===== src/i2c_bus_pkg.sv =====
package i2c_bus_pkg;

    // data bits before each acknowledge slot
    localparam int BITS_PER_BYTE = 8;

    // last bit of the control byte
    localparam logic RW_WRITE = 1'b0;
    localparam logic RW_READ  = 1'b1;

    // where a serial frame currently is
    typedef enum logic [2:0] {
        PH_IDLE,
        PH_START,   // waiting to pull sda while scl high
        PH_BYTE,    // eight data bits
        PH_ACK,     // ninth clock
        PH_STOP
    } bus_phase_t;

endpackage


===== src/eeprom_pkg.sv =====
package eeprom_pkg;

    localparam int ADDR_W = 11;     // page bits plus word address
    localparam int DATA_W = 8;

    // upper address bits travel in the control byte
    localparam int PAGE_W = 3;

    localparam int MEM_DEPTH = 2048;

    localparam logic [3:0] DEVICE_CODE = 4'b1010;  // serial eeprom family code

endpackage


===== src/eeprom_wr.sv =====
`timescale 1ns/10ps

module eeprom_wr (
    input  logic                          CLK,
    input  logic                          RESET,
    input  logic                          wr,
    input  logic                          rd,
    input  logic [eeprom_pkg::ADDR_W-1:0] addr,
    input  logic [eeprom_pkg::DATA_W-1:0] wdata,
    output logic [eeprom_pkg::DATA_W-1:0] rdata,
    output logic                          ack,
    output logic                          nack,
    output logic                          scl,
    output logic                          sda_pull,
    input  logic                          sda
);
    import eeprom_pkg::*;
    import i2c_bus_pkg::*;

    typedef enum logic [3:0] {
        S_IDLE,
        S_READY,
        S_WR_START,
        S_CTRL_WR,
        S_ADDR_WR,
        S_DATA_WR,
        S_RD_START,
        S_CTRL_RD,
        S_DATA_RD,
        S_STOP,
        S_ACKN
    } state_t;

    state_t            state;
    bus_phase_t        phase;
    logic [3:0]        bit_cnt;
    logic              is_rd;       // accepted request is a random read
    logic              nack_acc;    // any device ack slot seen high
    logic [ADDR_W-1:0] addr_q;
    logic [DATA_W-1:0] wdata_q;
    logic [DATA_W-1:0] tx_byte;
    logic [DATA_W-1:0] tx_buf;
    logic [DATA_W-1:0] tx_cur;
    logic [DATA_W-1:0] rx_buf;
    logic              byte_state;
    logic              accept;
    logic              tx_step;
    logic              rx_step;
    logic              frame_done;

    // half rate serial clock, flips between the fsm sample points
    always_ff @(negedge CLK)
    begin
        if (RESET)
            scl <= 1'b0;
        else
            scl <= ~scl;
    end

    // byte to send in the current state
    always_comb
    begin
        case (state)
            S_CTRL_WR: tx_byte = {DEVICE_CODE, addr_q[ADDR_W-1 -: PAGE_W], RW_WRITE};
            S_CTRL_RD: tx_byte = {DEVICE_CODE, addr_q[ADDR_W-1 -: PAGE_W], RW_READ};
            S_ADDR_WR: tx_byte = addr_q[ADDR_W-PAGE_W-1:0];
            default:   tx_byte = wdata_q;
        endcase
    end

    assign byte_state = state inside {S_CTRL_WR, S_ADDR_WR, S_DATA_WR, S_CTRL_RD};
    assign tx_cur     = (bit_cnt == '0) ? tx_byte : tx_buf;  // load on first bit
    assign accept     = (state == S_IDLE) && (wr || rd);
    assign tx_step    = byte_state && (phase == PH_BYTE) && !scl;
    assign rx_step    = (state == S_DATA_RD) && (phase == PH_BYTE) && scl;
    assign frame_done = (state == S_STOP) && scl && sda_pull;

    always_ff @(posedge CLK)
    begin
        if (accept)
        begin
            addr_q  <= addr;
            wdata_q <= wdata;
        end
        if (tx_step)
            tx_buf <= {tx_cur[DATA_W-2:0], 1'b0};
        if (rx_step)
            rx_buf <= {rx_buf[DATA_W-2:0], sda};  // msb first
        if (frame_done && is_rd)
            rdata <= rx_buf;
    end

    always_ff @(posedge CLK)
    begin
        if (RESET)
        begin
            state    <= S_IDLE;
            phase    <= PH_IDLE;
            bit_cnt  <= '0;
            is_rd    <= 1'b0;
            nack_acc <= 1'b0;
            sda_pull <= 1'b0;
            ack      <= 1'b0;
            nack     <= 1'b0;
        end
        else
        begin
            case (state)
                S_IDLE:
                begin
                    if (accept)
                    begin
                        is_rd <= rd && !wr;  // write wins
                        state <= S_READY;
                    end
                end
                S_READY:
                begin
                    bit_cnt  <= '0;
                    nack_acc <= 1'b0;
                    phase    <= PH_START;
                    state    <= S_WR_START;
                end
                S_WR_START, S_RD_START:
                begin
                    if (scl)  // sda falls while scl high
                    begin
                        sda_pull <= 1'b1;
                        phase    <= PH_BYTE;
                        state    <= (state == S_WR_START) ? S_CTRL_WR : S_CTRL_RD;
                    end
                end
                S_CTRL_WR, S_ADDR_WR, S_DATA_WR, S_CTRL_RD:
                begin
                    if (phase == PH_BYTE)
                    begin
                        if (tx_step)
                        begin
                            sda_pull <= !tx_cur[DATA_W-1];
                            bit_cnt  <= bit_cnt + 4'd1;
                        end
                        else if (bit_cnt == 4'(BITS_PER_BYTE))
                        begin
                            bit_cnt <= '0;
                            phase   <= PH_ACK;
                        end
                    end
                    else if (!scl)
                        sda_pull <= 1'b0;  // hand the line to the device
                    else
                    begin
                        nack_acc <= nack_acc | sda;
                        phase    <= PH_BYTE;
                        case (state)
                            S_CTRL_WR: state <= S_ADDR_WR;
                            S_ADDR_WR:
                            begin
                                if (is_rd)
                                begin
                                    phase <= PH_START;
                                    state <= S_RD_START;
                                end
                                else
                                    state <= S_DATA_WR;
                            end
                            S_DATA_WR:
                            begin
                                phase <= PH_STOP;
                                state <= S_STOP;
                            end
                            default: state <= S_DATA_RD;
                        endcase
                    end
                end
                S_DATA_RD:
                begin
                    if (phase == PH_BYTE)
                    begin
                        if (rx_step)
                            bit_cnt <= bit_cnt + 4'd1;
                        else if (bit_cnt == 4'(BITS_PER_BYTE))
                        begin
                            sda_pull <= 1'b0;  // no-ack, single byte only
                            bit_cnt  <= '0;
                            phase    <= PH_ACK;
                        end
                    end
                    else if (scl)
                    begin
                        phase <= PH_STOP;
                        state <= S_STOP;
                    end
                end
                S_STOP:
                begin
                    if (!scl)
                        sda_pull <= 1'b1;  // low before the stop edge
                    else if (frame_done)
                    begin
                        sda_pull <= 1'b0;
                        ack      <= 1'b1;
                        nack     <= nack_acc;
                        phase    <= PH_IDLE;
                        state    <= S_ACKN;
                    end
                end
                S_ACKN:
                begin
                    ack   <= 1'b0;
                    nack  <= 1'b0;
                    state <= S_IDLE;
                end
                default: state <= S_IDLE;
            endcase
        end
    end

endmodule


===== config.mk =====
export PLATFORM = sky130hd
export DESIGN_NAME = eeprom_wr
export DESIGN_NICKNAME = d
export VERILOG_FILES = /design/src/i2c_bus_pkg.sv /design/src/eeprom_pkg.sv /design/src/eeprom_wr.sv
export SDC_FILE = /design/constraint.sdc
export NUM_CORES = 1
export LEC_CHECK = 0
export BUFFER_PORTS_ARGS = -buffer_cell sky130_fd_sc_hd__buf_4
export CAP_MARGIN = 20
export CORE_UTILIZATION = 61
export DETAILED_ROUTE_END_ITERATION = 10
export PLACE_DENSITY = 0.83
export SETUP_SLACK_MARGIN = 0.4
export SYNTH_ARGS = -nofsm -noshare
export SYNTH_HDL_FRONTEND = slang
export SYNTH_SLANG_ARGS = --single-unit

===== constraint.sdc =====
create_clock -name CLK -period 3.7 [get_ports CLK]
set_input_delay 0.74 -clock CLK [delete_from_list [all_inputs] [get_ports CLK]]
set_output_delay 0.74 -clock CLK [all_outputs]
set_load 0.01 [all_outputs]

Word level (Yosys, flattened, before mapping)
Index checks and enable logic that the tools add are counted.
{"block": "op_classes", "n_addsub": 1, "eq_ne": 31, "muxes": 52, "bitwise_logic": 2, "reduce_logical": 30}
{"cell": "4-bit two-way mux", "count": 13}
{"cell": "3-bit two-way mux", "count": 11}
{"cell": "4-bit one-hot mux with 3 select lines", "count": 2}
{"cell": "4-bit one-hot mux with 6 select lines", "count": 1}
{"cell": "8-bit one-hot mux with 3 select lines", "count": 1}
{"cell": "8-bit AND reduction", "count": 3}
{"cell": "2-bit inequality test (second input constant)", "count": 11}
{"cell": "3-bit inequality test (second input constant)", "count": 7}
{"cell": "4-bit by 3-bit == test with 1-bit output (second input constant)", "count": 4}
{"cell": "4-bit == test (second input constant)", "count": 4}
{"cell": "1-bit two-way mux", "count": 15}
{"cell": "3-bit one-hot mux with 5 select lines", "count": 1}
{"cell": "1-bit logical AND", "count": 9}
{"cell": "3-bit AND reduction", "count": 3}
{"cell": "4-bit by 2-bit == test with 1-bit output (second input constant)", "count": 2}
{"cell": "4-bit zero test", "count": 2}
{"cell": "8-bit two-way mux", "count": 1}
{"cell": "4-bit nonzero test", "count": 2}
{"cell": "1-bit one-hot mux with 2 select lines", "count": 3}
{"cell": "3-bit one-hot mux with 2 select lines", "count": 1}
{"cell": "5-bit nonzero test", "count": 1}
{"cell": "4-bit by 1-bit adder with 4-bit output (second input constant)", "count": 1}
{"cell": "4-bit by 1-bit == test with 1-bit output (second input constant)", "count": 1}
{"cell": "2-bit two-way mux", "count": 2}
{"cell": "12 further kinds", "count": 15}
{"block": "totals", "regBits": 59, "output_inout_bits": 12, "word_cells": 131}

Depth between registers and ports, before layout
{"block": "logic_depth", "word_depth": 7, "mapped_depth": 8, "mapped_depth_nobuf": 7}

==> impl_metrics.py <==
metrics = {
    "setup_path": {
        "reg2reg_to": "bit_cnt[3]",
        "end_kind": "register",
        "cp.arrival_ns": 3.83,
        "rrSetupSlack_ns": 0.15,
        "worst_setup_path_start_kind": "register",
        "path_max_fanout": 7,
        "regToRegStartpoint": "scl",
        "worstRegToRegCells": 6,
        "crit_type": "register to register",
        "cp.required_ns": 3.98,
    },
    "route": {
        "drc_errors": 0,
        "ant_nets": 0,
        "via_per_inst": 6.48,
        "vias": 2208,
        "avgRoutedWirePerCell_um": 18.9,
        "first_pass_iters": 5,
        "routed_wl_mm": 6.45,
        "first_iter_violations": 243,
    },
    "global_routing": {
        "antenna_found_initial": 0,
        "grt_pass1_vias": 2054,
        "grt_usage_pct": 27.1,
        "grt_max_degree": 29,
        "overflow": 0,
        "grt_pass1_wl_mm": 9.82,
    },
    "timing": {
        "hold_viol": 0,
        "fin_hold_ws_ns": 0.421,
        "finalSetupViolations": 0,
        "slew_violations": 0,
        "skew_ns": 0.0425,
        "grt_setup_unrepaired": "yes",
        "setup_tns_ns": 0,
        "tightest_slew_ns": 1.17,
        "post-route-worst-setup-slack_ns": 0.145,
        "relSlewSlack_pct": 21.8,
    },
    "pwr": {
        "swShare_pct": 33.8,
        "pwr-share-seq_pct": 42.2,
        "power_density_nw_per_um2": 665,
        "p_int_mw": 1.57,
        "power_mw": 2.37,
        "p_comb_share_pct": 29.0,
        "p_switching_mw": 0.804,
        "ir_drop_mv": 0.611,
        "p_leak_nw": 1.30,
        "clkPwrFrac_pct": 28.8,
    },
    "floorplan": {
        "die_h_um": 69.8,
        "die_area_um2": 4880,
        "die_w_um": 69.8,
        "num_rows": 24,
        "core_area_um2": 4380,
        "pin_count": 36,
        "start_util_pct": 64.0,
    },
    "hold_path": {
        "worstHoldEndpoint": "rdata[7]",
        "hold_path_depth": 0,
        "hold_start": "rx_buf[7]",
        "hp-class": "register to register",
    },
    "clock_tree": {
        "ctsHoldBuffers": 0,
        "numCtsBuffers": 9,
        "clkSlewWorstSetupHoldPaths_ns": 0.07,
        "clockBufferDepth": 2,
        "tritoncts": "built",
        "h-tree-depth": 3,
        "clock_sinks": 59,
        "cts-root-buf": "clkbuf_8",
        "clock_latency_ns": 0.37,
    },
    "logic_synthesis": {
        "ys_ff_latch": 59,
        "syn_avg_cell_area_um2": 11.8,
        "syn_area_um2": 2810,
        "yosys.area.top_type": "edfxtp_1",
        "synthDistinctLibCells": 60,
        "synth_edf_count": 42,
        "syn_inst": 237,
        "ys_seq_area_share_pct": 57.0,
        "yosys.area.top_type_share_pct": 44.9,
        "synth_ff_type": "edfxtp_1",
        "async_flop_share_pct": 0,
        "syn-num-nets": 263,
        "ys_warn_count": 0,
        "yosys-top-cells-area": "edfxtp_1, dfxtp_1, a21oi_1",
    },
    "cells_and_area": {
        "layout-drive-gt1-share_pct": 36.3,
        "final_cell_mix": "buf_4, edfxtp_1, nor2_1",
        "syn_to_final_growth_pct": 27.2,
        "post-route-cell-area_um2": 3570,
        "final_common_cell": "buf_4",
        "fin_util_pct": 81.5,
        "fillers": 244,
        "layout.cells.non_filler": 341,
        "diodes": 0,
        "nNetsFinal": 310,
    },
    "placed_design": {
        "place_inst": 312,
        "dpl_cell_area_um2": 3060,
        "place_ws_ns": 0.133,
        "place_congestion": 0.875,
        "portBuffers": 35,
        "hpwl_mm": 3.57,
    },
    "status": {
        "outcome": "finished clean",
    },
    "job": {
        "maxCapViolations": 0,
    },
}
## cells by family (layout without fill, tap and decap cells)
| kind of cell | count (synthesis) | after routing | share of synthesized area (%) |
|---|---|---|---|
| compound gates | 70 | 70 | 18.1 |
| xor+xnor | 1 | 1 | 0.312 |
| fa+ha+maj | 2 | 2 | 0.891 |
| buf+inv | 24 | 76 | 5.21 |
| flops | 59 | 59 | 57.0 |
| mux | 2 | 2 | 0.758 |
| simple gates | 79 | 79 | 17.6 |
## synth_stat cells, types with 3 or more instances
master,n
edfxtp_1,42
dfxtp_1,17
clkbuf_1,3
nor4b_1,3
buf_2,3
nand2_1,10
nor2_1,20
or2_2,3
buf_6,5
nor3_1,3
nor3b_1,4
nand3_1,8
or3_1,3
inv_1,7
nor2b_1,7
a211oi_1,6
o211a_1,3
nand2b_1,3
a21oi_1,16
buf_4,4
a31oi_1,5
a22oi_1,8
o21ai_0,9
## what timing repair did
action	in CTS	in global routing
endpoints found under the setup margin	28	28
pin swaps	6	13
endpoints found under the hold margin	0	0
cloned	0	0
buffers inserted	6	7
resized for setup	22	19
## layer usage
metal | global-route usage (%) | wire [um]
met1 | 32.2 | 2400
met2 | 41.7 | 3190
met3 | 8.58 | 478
met4 | 19.3 | 379
met5 | 0 | 0
## area by class of cell
type,instances,area [um2],share of cell area [%]
Multi-Input combinational cell,154,1210,33.8
Tap cell,52,65.1,1.82
Timing Repair Buffer,52,429,12.0
Sequential cell,59,1610,44.9
Inverter,7,26.3,0.736
Clock inverter,7,88.8,2.49
Clock buffer,10,149,4.17
## power by group through the flow
stage / logic (mW) / registers (mW) / clock network, mW
after CTS: 0.610 / 0.987 / 0.685
after floorplan: 0.538 / 0.902 / 0.00338
after global placement: 0.538 / 0.986 / 0.00338
final: 0.688 / 1.00 / 0.685
after global routing: 0.745 / 1.02 / 0.710
after detailed placement: 0.550 / 0.988 / 0.00338
## sequential cells by signal, indices dropped and copies added (netlist names)
signal,flops
ack,1
addr_q,11
bit_cnt,4
is_rd,1
nack,1
nack_acc,1
phase,3
rdata,8
rx_buf,8
scl,1
sda_pull,1
state,4
tx_buf,7
wdata_q,8
## worst max-delay path by stage
stage | start | end | depth (start not counted)
after global routing | scl | bit_cnt[3] | 8
after detailed placement | scl | bit_cnt[0] | 6
after global placement | scl | bit_cnt[0] | 6
final | scl | bit_cnt[3] | 6
after floorplan | scl | bit_cnt[2] | 5
after CTS | scl | scl | 1
## worst max-delay path: stages (launching register included)
cell     delay, ns
dfxtp_4       0.35
buf_6         0.12
buf_8         0.13
nor3b_1       0.38
o21ai_1       0.18
a21oi_2       0.25
a22o_1        0.19
Power figures use the tool's default switching activity.
